==> config.mk <==
export PLATFORM = sky130hd
export DESIGN_NAME = lp20Printer
export DESIGN_NICKNAME = d
export VERILOG_FILES = /design/src/verilog/lpPkg.sv /design/src/verilog/lpCharIf.sv /design/src/verilog/lp20Printer.sv /design/src/verilog/lpColumnCtr.sv /design/src/verilog/lpPrintSeq.sv /design/src/verilog/lpOpDecode.sv /design/src/verilog/lpXlatRam.sv
export SDC_FILE = /design/constraint.sdc
export NUM_CORES = 2
export LEC_CHECK = 0
export ABC_CLOCK_PERIOD_IN_PS = 2400
export BUFFER_PORTS_ARGS = -buffer_cell sky130_fd_sc_hd__buf_2
export CAP_MARGIN = 20
export CORE_MARGIN = 2
export CORE_UTILIZATION = 60
export CTS_BUF_LIST = sky130_fd_sc_hd__clkbuf_16
export CTS_CLUSTER_DIAMETER = 40
export DETAILED_ROUTE_END_ITERATION = 10
export PLACE_DENSITY = 0.77
export SLEW_MARGIN = 40
export SYNTH_ARGS = -nofsm -noshare
export SYNTH_HDL_FRONTEND = slang
export SYNTH_HIERARCHICAL = 1
export SYNTH_SLANG_ARGS = --single-unit
==> constraint.sdc <==
create_clock -name clk -period 2.4 [get_ports clk]
set_input_delay 0.12 -clock clk [delete_from_list [all_inputs] [get_ports clk]]
set_output_delay 0.12 -clock clk [all_outputs]
set_load 0.02 [all_outputs]
==> src/verilog/lpPkg.sv <==
// LP20 character path shared types, operation codes and character constants
`default_nettype none

package lpPkg;

   //////////////////////////////////////////////////
   // Translation RAM layout
   //////////////////////////////////////////////////

   // One entry per possible character code
   localparam int ramDepth = 256;

   // Control bits above the translated character
   localparam int ctrlWidth = 4;
   localparam int charWidth = 8;

   typedef logic [ctrlWidth-1:0] lpCtrl_t;

   // Control field in 11:8, translated character in 7:0
   typedef struct packed {
      lpCtrl_t              ctrl;
      logic [charWidth-1:0] chr;
   } ramWord_t;

   //////////////////////////////////////////////////
   // Per-character operation
   //////////////////////////////////////////////////

   typedef enum logic [1:0] {
      opPrintCbuf = 2'd0,
      opPrintRamd = 2'd1,
      opPrintDvfu = 2'd2,
      opRaiseIntr = 2'd3
   } lpOp_t;

   // Printed column count
   typedef logic [7:0] cctr_t;

   // Printable char at this column forces a line feed first
   localparam cctr_t wrapColumn = 8'd132;

   //////////////////////////////////////////////////
   // ASCII controls seen by the parser
   //////////////////////////////////////////////////

   localparam logic [7:0] asciiNul = 8'h00;
   localparam logic [7:0] asciiTab = 8'h09;
   localparam logic [7:0] asciiLf  = 8'h0a;
   localparam logic [7:0] asciiVt  = 8'h0b;
   localparam logic [7:0] asciiFf  = 8'h0c;
   localparam logic [7:0] asciiCr  = 8'h0d;

endpackage

`default_nettype wire
==> src/verilog/lpCharIf.sv <==
// Decoded character handoff from the operation decoder to the print sequencer
`default_nettype none
`timescale 1ns/100ps

interface lpCharIf
   import lpPkg::*;
   ();

   // Single-cycle pulse, one per DMA write
   logic       charStb;
   // Fields below only valid with charStb
   lpOp_t      op;
   logic [7:0] cbuf;
   logic [7:0] xlat;
   // Load-DVFU mode level
   logic       ldDvfu;

   modport dec
   (
      output charStb,
      output op,
      output cbuf,
      output xlat,
      output ldDvfu
   );

   modport seq
   (
      input  charStb,
      input  op,
      input  cbuf,
      input  xlat,
      input  ldDvfu
   );

endinterface

`default_nettype wire

==> src/verilog/lp20Printer.sv <==
// LP20 printer character path top level with DMA, RAM load and printer ports
`default_nettype none
`timescale 1ns/100ps

module lp20Printer
   import lpPkg::*;
   (
      input  logic       clk,
      input  logic       rst,
      // DMA character writes
      input  logic       devReq,
      input  logic       devAck,
      input  logic [7:0] cbuf,
      // Host translation RAM load
      input  logic       ramWr,
      input  logic [7:0] ramAddr,
      input  ramWord_t   ramWdata,
      // Control and status levels
      input  logic       init,
      input  logic       cmdGo,
      input  logic       modeTest,
      input  logic       modePrint,
      input  logic       modeLdDvfu,
      input  logic       testDte,
      input  logic       testLpe,
      input  logic       dHold,
      // Printer port
      input  logic       parErr,
      input  logic       demand,
      output logic [7:0] data,
      output logic       pi,
      output logic       strobe,
      output logic       dpar,
      // Status back to the host
      output logic       ready,
      output logic       setUndc,
      output logic       setDte,
      output logic       lpe,
      output logic       val,
      output cctr_t      cctr
   );

   ramWord_t ramd;
   logic     clrCctr;
   logic     incCctr;

   lpCharIf charIf ();

   //////////////////////////////////////////////////
   // Lookup and decode
   //////////////////////////////////////////////////

   // RAM addressed straight from the DMA byte
   lpXlatRam lpXlatRam_inst (
      .clk      (clk),
      .ramWr    (ramWr),
      .ramAddr  (ramAddr),
      .ramWdata (ramWdata),
      .rdAddr   (cbuf),
      .rdData   (ramd)
   );

   lpOpDecode lpOpDecode_inst (
      .clk        (clk),
      .rst        (rst),
      .devReq     (devReq),
      .devAck     (devAck),
      .cbuf       (cbuf),
      .ramd       (ramd),
      .dHold      (dHold),
      .modeLdDvfu (modeLdDvfu),
      .testDte    (testDte),
      .setDte     (setDte),
      .ch         (charIf.dec)
   );

   //////////////////////////////////////////////////
   // Printer side
   //////////////////////////////////////////////////

   lpPrintSeq lpPrintSeq_inst (
      .clk       (clk),
      .rst       (rst),
      .ch        (charIf.seq),
      .modePrint (modePrint),
      .modeTest  (modeTest),
      .demand    (demand),
      .cctr      (cctr),
      .data      (data),
      .pi        (pi),
      .strobe    (strobe),
      .clrCctr   (clrCctr),
      .incCctr   (incCctr),
      .setUndc   (setUndc),
      .ready     (ready)
   );

   lpColumnCtr lpColumnCtr_inst (
      .clk      (clk),
      .rst      (rst),
      .init     (init),
      .cmdGo    (cmdGo),
      .clrCctr  (clrCctr),
      .incCctr  (incCctr),
      .strobe   (strobe),
      .pi       (pi),
      .data     (data),
      .testLpe  (testLpe),
      .modeTest (modeTest),
      .parErr   (parErr),
      .cctr     (cctr),
      .val      (val),
      .dpar     (dpar),
      .lpe      (lpe)
   );

endmodule

`default_nettype wire

==> src/verilog/lpColumnCtr.sv <==
// Column counter with data valid toggle, printer parity and error flags
`default_nettype none
`timescale 1ns/100ps

module lpColumnCtr
   import lpPkg::*;
   (
      input  logic       clk,
      input  logic       rst,
      input  logic       init,
      input  logic       cmdGo,
      input  logic       clrCctr,
      input  logic       incCctr,
      input  logic       strobe,
      input  logic       pi,
      input  logic [7:0] data,
      input  logic       testLpe,
      input  logic       modeTest,
      input  logic       parErr,
      output cctr_t      cctr,
      output logic       val,
      output logic       dpar,
      output logic       lpe
   );

   //////////////////////////////////////////////////
   // Printed columns on the current line
   //////////////////////////////////////////////////

   always_ff @(posedge clk or posedge rst)
   begin
      if (rst)
      begin
         cctr <= '0;
      end
      else if (clrCctr)
      begin
         cctr <= '0;
      end
      else if (incCctr)
      begin
         cctr <= cctr + 8'd1;
      end
   end

   // Flips per strobe, cleared by init or go
   always_ff @(posedge clk or posedge rst)
   begin
      if (rst)
      begin
         val <= 1'b0;
      end
      else if (init || cmdGo)
      begin
         val <= 1'b0;
      end
      else if (strobe)
      begin
         val <= ~val;
      end
   end

   // Odd parity, testLpe forces a bad one
   assign dpar = ~^{testLpe, pi, data};

   // Printer parity errors ignored in test mode
   assign lpe = ~modeTest & parErr;

endmodule

`default_nettype wire

==> src/verilog/lpPrintSeq.sv <==
// Printer port FSM for carriage control, DVFU, null suppression and line wrap
`default_nettype none
`timescale 1ns/100ps

module lpPrintSeq
   import lpPkg::*;
   (
      input  logic       clk,
      input  logic       rst,
      lpCharIf.seq       ch,
      input  logic       modePrint,
      input  logic       modeTest,
      input  logic       demand,
      input  cctr_t      cctr,
      output logic [7:0] data,
      output logic       pi,
      output logic       strobe,
      output logic       clrCctr,
      output logic       incCctr,
      output logic       setUndc,
      output logic       ready
   );

   typedef enum logic [3:0] {
      stIdle,
      stParse,
      stWrapGap,
      stWrapChar,
      stDvfu,
      stWait,
      stSettle1,
      stSettle2,
      stSettle3
   } seqState_t;

   seqState_t  state;
   // Character being worked on
   logic [7:0] pdat;

   //////////////////////////////////////////////////
   // Character latch
   //////////////////////////////////////////////////

   // Only taken from idle, busy arrivals are lost
   always_ff @(posedge clk)
   begin
      if ((state == stIdle) && ch.charStb)
      begin
         if (ch.ldDvfu || (ch.op == opPrintCbuf))
         begin
            pdat <= ch.cbuf;
         end
         else
         begin
            pdat <= ch.xlat;
         end
      end
   end

   //////////////////////////////////////////////////
   // Sequencer
   //////////////////////////////////////////////////

   always_ff @(posedge clk or posedge rst)
   begin
      if (rst)
      begin
         state   <= stIdle;
         data    <= '0;
         pi      <= 1'b0;
         strobe  <= 1'b0;
         clrCctr <= 1'b0;
         incCctr <= 1'b0;
         setUndc <= 1'b0;
      end
      else
      begin
         // Pulses default low
         strobe  <= 1'b0;
         clrCctr <= 1'b0;
         incCctr <= 1'b0;
         setUndc <= 1'b0;

         case (state)
            stIdle:
               if (ch.charStb)
               begin
                  if (ch.ldDvfu)
                  begin
                     state <= stDvfu;
                  end
                  else if (modePrint || modeTest)
                  begin
                     case (ch.op)
                        opPrintCbuf: state <= stParse;
                        opPrintRamd: state <= stParse;
                        opPrintDvfu: state <= stDvfu;
                        // Undefined char, host is interrupted
                        default:     setUndc <= 1'b1;
                     endcase
                  end
               end

            stParse:
               if (pdat == asciiNul)
               begin
                  // Nulls never reach the printer
                  state <= stWait;
               end
               else if (demand)
               begin
                  pi     <= 1'b0;
                  strobe <= 1'b1;
                  state  <= stWait;
                  case (pdat)
                     // Line terminators
                     asciiCr,
                     asciiLf,
                     asciiVt,
                     asciiFf:
                     begin
                        data    <= pdat;
                        clrCctr <= 1'b1;
                     end
                     // Tabs go out uncounted
                     asciiTab:
                        data <= pdat;
                     default:
                        if (cctr == wrapColumn)
                        begin
                           // Line full so feed first
                           data    <= asciiLf;
                           clrCctr <= 1'b1;
                           state   <= stWrapGap;
                        end
                        else
                        begin
                           data    <= pdat;
                           incCctr <= 1'b1;
                        end
                  endcase
               end

            // Let the printer see the wrap LF
            stWrapGap:
               state <= stWrapChar;

            stWrapChar:
               if (demand)
               begin
                  pi      <= 1'b0;
                  data    <= pdat;
                  strobe  <= 1'b1;
                  incCctr <= 1'b1;
                  state   <= stWait;
               end

            // Vertical format unit command, top bit cleared
            stDvfu:
               if (demand)
               begin
                  pi      <= 1'b1;
                  data    <= {1'b0, pdat[6:0]};
                  strobe  <= 1'b1;
                  clrCctr <= 1'b1;
                  state   <= stWait;
               end

            stWait:
               if (demand)
               begin
                  state <= stSettle1;
               end

            // Printer status settle time
            stSettle1:
               state <= stSettle2;
            stSettle2:
               state <= stSettle3;
            stSettle3:
               state <= stIdle;

            default:
               state <= stIdle;
         endcase
      end
   end

   // DMA may offer the next byte
   assign ready = (state == stIdle) & demand;

endmodule

`default_nettype wire

==> src/verilog/lpOpDecode.sv <==
// DMA write detect, RAM latency alignment and per-character operation lookup
`default_nettype none
`timescale 1ns/100ps

module lpOpDecode
   import lpPkg::*;
   (
      input  logic       clk,
      input  logic       rst,
      input  logic       devReq,
      input  logic       devAck,
      input  logic [7:0] cbuf,
      input  ramWord_t   ramd,
      input  logic       dHold,
      input  logic       modeLdDvfu,
      input  logic       testDte,
      output logic       setDte,
      lpCharIf.dec       ch
   );

   logic       dmaWr;
   logic       dmaWrDly;
   logic [7:0] cbufHeld;
   lpOp_t      op;

   // Write happens on a req/ack edge
   assign dmaWr = devReq & devAck;

   // Delay one clock to line up with the RAM read
   always_ff @(posedge clk or posedge rst)
   begin
      if (rst)
      begin
         dmaWrDly <= 1'b0;
      end
      else
      begin
         dmaWrDly <= dmaWr;
      end
   end

   // Keep the written byte next to its RAM data
   always_ff @(posedge clk)
   begin
      if (dmaWr)
      begin
         cbufHeld <= cbuf;
      end
   end

   //////////////////////////////////////////////////
   // Operation table, control field and delimiter hold
   //////////////////////////////////////////////////

   always_comb
   begin
      case (ramd.ctrl)
         4'd0:    op = dHold ? opPrintRamd : opPrintCbuf;
         4'd1:    op = dHold ? opPrintDvfu : opPrintCbuf;
         4'd2,
         4'd4,
         4'd6:    op = opPrintRamd;
         4'd3,
         4'd5,
         4'd7:    op = opPrintDvfu;
         // Only valid while no delimiter is held
         4'd10:   op = dHold ? opRaiseIntr : opPrintRamd;
         4'd11:   op = dHold ? opRaiseIntr : opPrintDvfu;
         default: op = opRaiseIntr;
      endcase
   end

   assign ch.charStb = dmaWrDly;
   assign ch.op      = op;
   assign ch.cbuf    = cbufHeld;
   assign ch.xlat    = ramd.chr;
   assign ch.ldDvfu  = modeLdDvfu;

   // Demand timeout test, flagged per write
   assign setDte = dmaWrDly & testDte;

endmodule

`default_nettype wire

==> src/verilog/lpXlatRam.sv <==
// Host-loaded character translation RAM with a registered lookup port
`default_nettype none
`timescale 1ns/100ps

module lpXlatRam
   import lpPkg::*;
   (
      input  logic       clk,
      // Host load side
      input  logic       ramWr,
      input  logic [7:0] ramAddr,
      input  ramWord_t   ramWdata,
      // Character lookup side
      input  logic [7:0] rdAddr,
      output ramWord_t   rdData
   );

   // Storage array
   ramWord_t mem [0:ramDepth-1];

   //////////////////////////////////////////////////
   // Write port
   //////////////////////////////////////////////////

   always_ff @(posedge clk)
   begin
      if (ramWr)
      begin
         mem[ramAddr] <= ramWdata;
      end
   end

   //////////////////////////////////////////////////
   // Read port
   //////////////////////////////////////////////////

   // Data appears one clock after the address
   always_ff @(posedge clk)
   begin
      rdData <= mem[rdAddr];
   end

endmodule

`default_nettype wire

# Yosys cells after proc, flatten, opt, wreduce, memory -nomap -nowiden
# Memory sizes are Yosys's and may differ from the RTL's. A register that Yosys moved wholly into a read port is not among the register bits.
# Index checks and enable logic that the tools add are counted.
# word_totals
register_bits	43
mem_bits_rw	3072
inputBits	43
out_inout_bits	24
elab_cells	128
n_memories	1
# mem_list
name	depth	width	read_ports	rd_ports_with_merged_regs	wr	line	source
lpXlatRam_inst.mem	256	12	1	1	1	lpXlatRam.sv:19	ramWord_t mem [0:ramDepth-1];
# op_classes
addsub	1
eq_ne	34
mux	52
bitwise	6
n_reduce_logical	22
# ops
operator	n
$mux W8	9
$eq A8 B4 Y1 const B	5
$eq A4 B3 Y1 const B	8
$mux W4	8
$pmux W4 S7	1
$pmux W8 S3	1
$mux W1	23
$eq A4 B2 Y1 const B	4
$ne A2 B2 Y1 const B	6
$pmux W2 S6	1
$reduce_xnor A10 Y1	1
$reduce_or A3 Y1	3
$add A8 B1 Y8 const B	1
$eq A4 B1 Y1 const B	2
$eq A4 B4 Y1 const B	2
$eq A8 B8 Y1 const B	1
$logic_not A4 Y1	2
$logic_not A8 Y1	1
$pmux W1 S2	4
$pmux W4 S2	1
$reduce_and A6 Y1	1
$reduce_and A5 Y1	1
$reduce_or A5 Y1	1
$and A1 B1 Y1	4
other kinds (18)	24

# Logic depth before layout (Yosys ltp)
# depth
ltp_word	10
mapped_depth	11
ltp_nobuf	7

# By module
# The synthesis kept the hierarchy.
# by_module_without_submodules
mod	n_inst	cells_per_inst	area_per_inst_um2	seq_area_each_um2
lpXlatRam	1	5506	118632.5	92488.7
lpPrintSeq	1	137	1482.7	665.6
lpColumnCtr	1	51	528.0	225.2
lpOpDecode	1	28	396.6	265.3

# Worst setup path before layout
# Ideal clock, no wire load.
# synth_timing
path_kind	input port to flip-flop
startpoint	in ramAddr[3]
endpoint	mem lpXlatRam_inst/mem[235][0] (netlist bit), enable pin
setup_time_ps	380
arrival_time_ps	1731
t_required_ps	2020
path_slack_ps	289
cell_stages	6
n_path_buf	3
path_cell_list	clkbuf_1 -> nor2b_1 -> clkbuf_1 -> nand4_1 -> clkbuf_1 -> nor2_1
# synth_rtl
item	line	source
start: declaration	lp20Printer.sv:16	input logic [7:0] ramAddr,
end: declaration	lpXlatRam.sv:19	
# Straight into the memory's write port.

==> flow_summary.json <==
{
  "crit_chain": "buf_4, dlygate4sd3_1, buf_4, nor2b_4, buf_12, buf_4, a22oi_1, buf_4, a21oi_2, nor4_4, buf_4, nor4b_2",
  "start_util_pct": 60.5,
  "status": "finished with violations",
  "critPathRequiredTime_ns": 3.25,
  "place_area_um2": 131000,
  "grt_usage_pct": 32.9,
  "drtAntennaViolNets": 0,
  "clkPwrFrac_pct": 44.2,
  "fin_nets": 6812,
  "p_sw_share_pct": 22.4,
  "die_x_um": 453,
  "synth.most_common_cell": "edfxtp_1",
  "layout-drive-gt1-share_pct": 32.8,
  "path_clk_slew_ns": 0.06,
  "setup_slack_ns": -0.0819,
  "crit_type": "in2reg",
  "cts_max_level": 5,
  "vias": 67410,
  "async_flop_share_pct": 0.863,
  "overflow": 0,
  "grt_pass1_wl_um": 483000,
  "clock.fmax_mhz": 403,
  "first_pass_iters": 8,
  "syn_area_per_cell_um2": 21.2,
  "cts_tree": "built",
  "yosysUniqueCellTypes": 91,
  "cp.arrival_ns": 3.33,
  "fin_crit_ns": 2.48,
  "chipHeight_um": 453,
  "seq_power_share_pct": 49.3,
  "clock_skew_ns": 0.0408,
  "routedWlPerCell_um": 34.6,
  "slowest_delay_ns": 0.65,
  "clockBufferDepth": 4,
  "syn_to_final_growth_pct": 18.7,
  "routabilityCongestion": 0.924,
  "final_core_util_pct": 71.8,
  "synth-main-ff-cell": "edfxtp_1",
  "combPwrFrac_pct": 6.5,
  "dp_hpwl_um": 198000,
  "setup.worst_path.start_class": "primary input",
  "dieArea_um2": 205000,
  "grt_pass1_vias": 68067,
  "p_switching_mw": 27.6,
  "synthTopCellsByArea": "edfxtp_1 (77%), mux4_2 (12%), mux2i_1 (1.9%)",
  "drc": 0,
  "syn_nets": 5766,
  "drv_slew": 0,
  "p_leak_nw": 47.4,
  "hold_viol": 0,
  "peakVddDrop_mv": 0.913,
  "coreArea_um2": 200000,
  "routed_wl_um": 336000,
  "yosysSeqAreaShare_pct": 77.4,
  "p_int_mw": 95.5,
  "ys_warn_count": 6,
  "portBuffers": 66,
  "syn_area_um2": 121000,
  "fin_area_um2": 144000,
  "yosys_register_bits": 3127,
  "netlist_instances": 5722,
  "rows": 164,
  "relSlewSlack_pct": 36.9,
  "clock-sinks": 3127,
  "synth_top_area_cell": "edfxtp_1",
  "worstMarginPinSlew_ns": 0.947,
  "critPathCaptureType": "flip-flop",
  "finalSetupViolations": 6,
  "max_cap_viol_count": 0,
  "slowest_stage": "dlygate4sd3_1",
  "total_power_mw": 123,
  "finalCritPeriodShare_pct": 103,
  "grt_max_degree": 99,
  "powerDensity_nw_per_um2": 857,
  "rsz0062_at_grt": "yes",
  "vias_per_cell": 6.94,
  "synth_top_area_share_pct": 76.6,
  "cts_root_buffer": "clkbuf_16",
  "fill_cells": 10600,
  "io_pins": 67,
  "synthTopCellsByCount": "edfxtp_1 (3088), mux4_2 (636), nor2_1 (318), mux2i_1 (224), a22oi_1 (215)",
  "cp_common_cell": "buf_4",
  "drtIter0Drc": 11658,
  "synth_edf_count": 3088,
  "worst_skew_pair.late_latency_ns": 0.98,
  "hold_class": "in2reg",
  "path_max_fanout": 29,
  "cts_buffers": 366,
  "antenna_found_initial": 23,
  "violations": "setup timing"
}
## worst paths after layout
kind | start | endpoint | slack [ns] | cells past startpoint
min in group asynchronous | rst | lpOpDecode_inst/ch.charStb | 0.16 | 4
max in group asynchronous | rst | lpPrintSeq_inst/state[2] | 1.54 | 4
hold reg to reg | lpOpDecode_inst/ch.cbuf[7] | lpPrintSeq_inst/pdat[7] | 0.55 | 1
setup / recovery | cbuf[3] | lpXlatRam_inst/rdData[4] | -0.08 | 12
setup reg to reg | lpXlatRam_inst/mem[15][2] | lpXlatRam_inst/rdData[2] | -0.04 | 6
hold / removal | demand | lpPrintSeq_inst/incCctr | 0.04 | 3
## cells in the final DEF, fill, tap and decap left out, drive strengths merged, types with 41 or more instances in the layout
| master | n |
|---|---|
| inv | 108 |
| clkinv | 114 |
| o221ai | 55 |
| o22ai | 88 |
| a21oi | 129 |
| nor2 | 318 |
| buf | 980 |
| mux2i | 224 |
| dlygate4sd3 | 42 |
| edfxtp | 3088 |
| mux2 | 43 |
| nor4 | 41 |
| a22oi | 215 |
| o21ai | 58 |
| mux4 | 636 |
| nand2 | 59 |
| clkbuf | 384 |
| nor3 | 42 |
## layout make-up
type / count / area (um^2) / share of cell area, %
well taps: 2656 / 3320 / 2.31
multi-input cells: 2225 / 25500 / 17.7
diodes: 12 / 30.0 / 0.0209
clock inverters: 277 / 2510 / 1.75
flip-flops and latches: 3127 / 93600 / 65.2
repair buffers: 1034 / 9350 / 6.51
inverters: 14 / 52.6 / 0.0366
clock buffers: 372 / 9310 / 6.48
## kinds of logic after synthesis
| logic type | synth area share, % |
|---|---|
| xor+xnor | 0.105 |
| mux | 14.1 |
| simple gates | 2.44 |
| fa+ha+maj | 0.0103 |
| flops | 77.4 |
| compound gates | 4.02 |
| buf+inv | 1.97 |
## worst max-delay path, delay by kind of cell
kind                   cells  cell delay, ns
buffers and inverters      7            1.95
AND/OR/NAND/NOR            3            0.70
AO/OA/AOI/OAI              2            0.48
## through the flow
stage	hold WS, ns	setup TNS (ns)	setup slack (ns)	instances
finish	0.0427	-0.211	-0.0819	9717
global route	0.0304	-0.0814	-0.0621	9709
CTS	0.00567	-0.0406	-0.0382	9701
detailed placement	-0.00670	-8.27	-0.868	9011
global placement	-0.0211	-8.85	-1.00	9011
floorplan	-0.151	0	0.289	5722
## power by group through the flow
stage	Sequential [mW]	Clock (mW)	Combinational [mW]
after global routing	60.7	56.7	8.32
after detailed placement	61.8	0	7.47
final	60.7	54.4	8.06
after CTS	60.6	54.6	7.75
after global placement	61.7	0	7.28
after floorplan	61.7	0	3.85
## flip-flops by register name, indices dropped and copies added, names as in the netlist
signal                      flops
lpColumnCtr_inst/val            1
lpPrintSeq_inst/strobe          1
lpOpDecode_inst/ch.charStb      1
lpColumnCtr_inst/cctr           8
lpOpDecode_inst/ch.cbuf         8
lpXlatRam_inst/rdData          12
lpPrintSeq_inst/pdat            8
lpXlatRam_inst/mem           3072
lpPrintSeq_inst/setUndc         1
lpPrintSeq_inst/data            8
lpPrintSeq_inst/state           4
lpPrintSeq_inst/pi              1
lpPrintSeq_inst/incCctr         1
lpPrintSeq_inst/clrCctr         1
## per-layer routing
layer	part of all wire [%]	vias to the layer above	track usage, %
li1	-	26200	-
met1	33	34519	44.0
met2	47	5598	50.5
met3	14	1071	8.81
met4	5.8	22	16.9
met5	0.048	-	0
## what timing repair did
item                       4_1_cts  5_1_grt
pin swaps                        4        3
setup endpoints to repair       12       13
hold buffers                    42        0
setup buffers                    0        4
hold endpoints to repair      1861        0
resized for setup               40       22
Power figures use the tool's default switching activity.
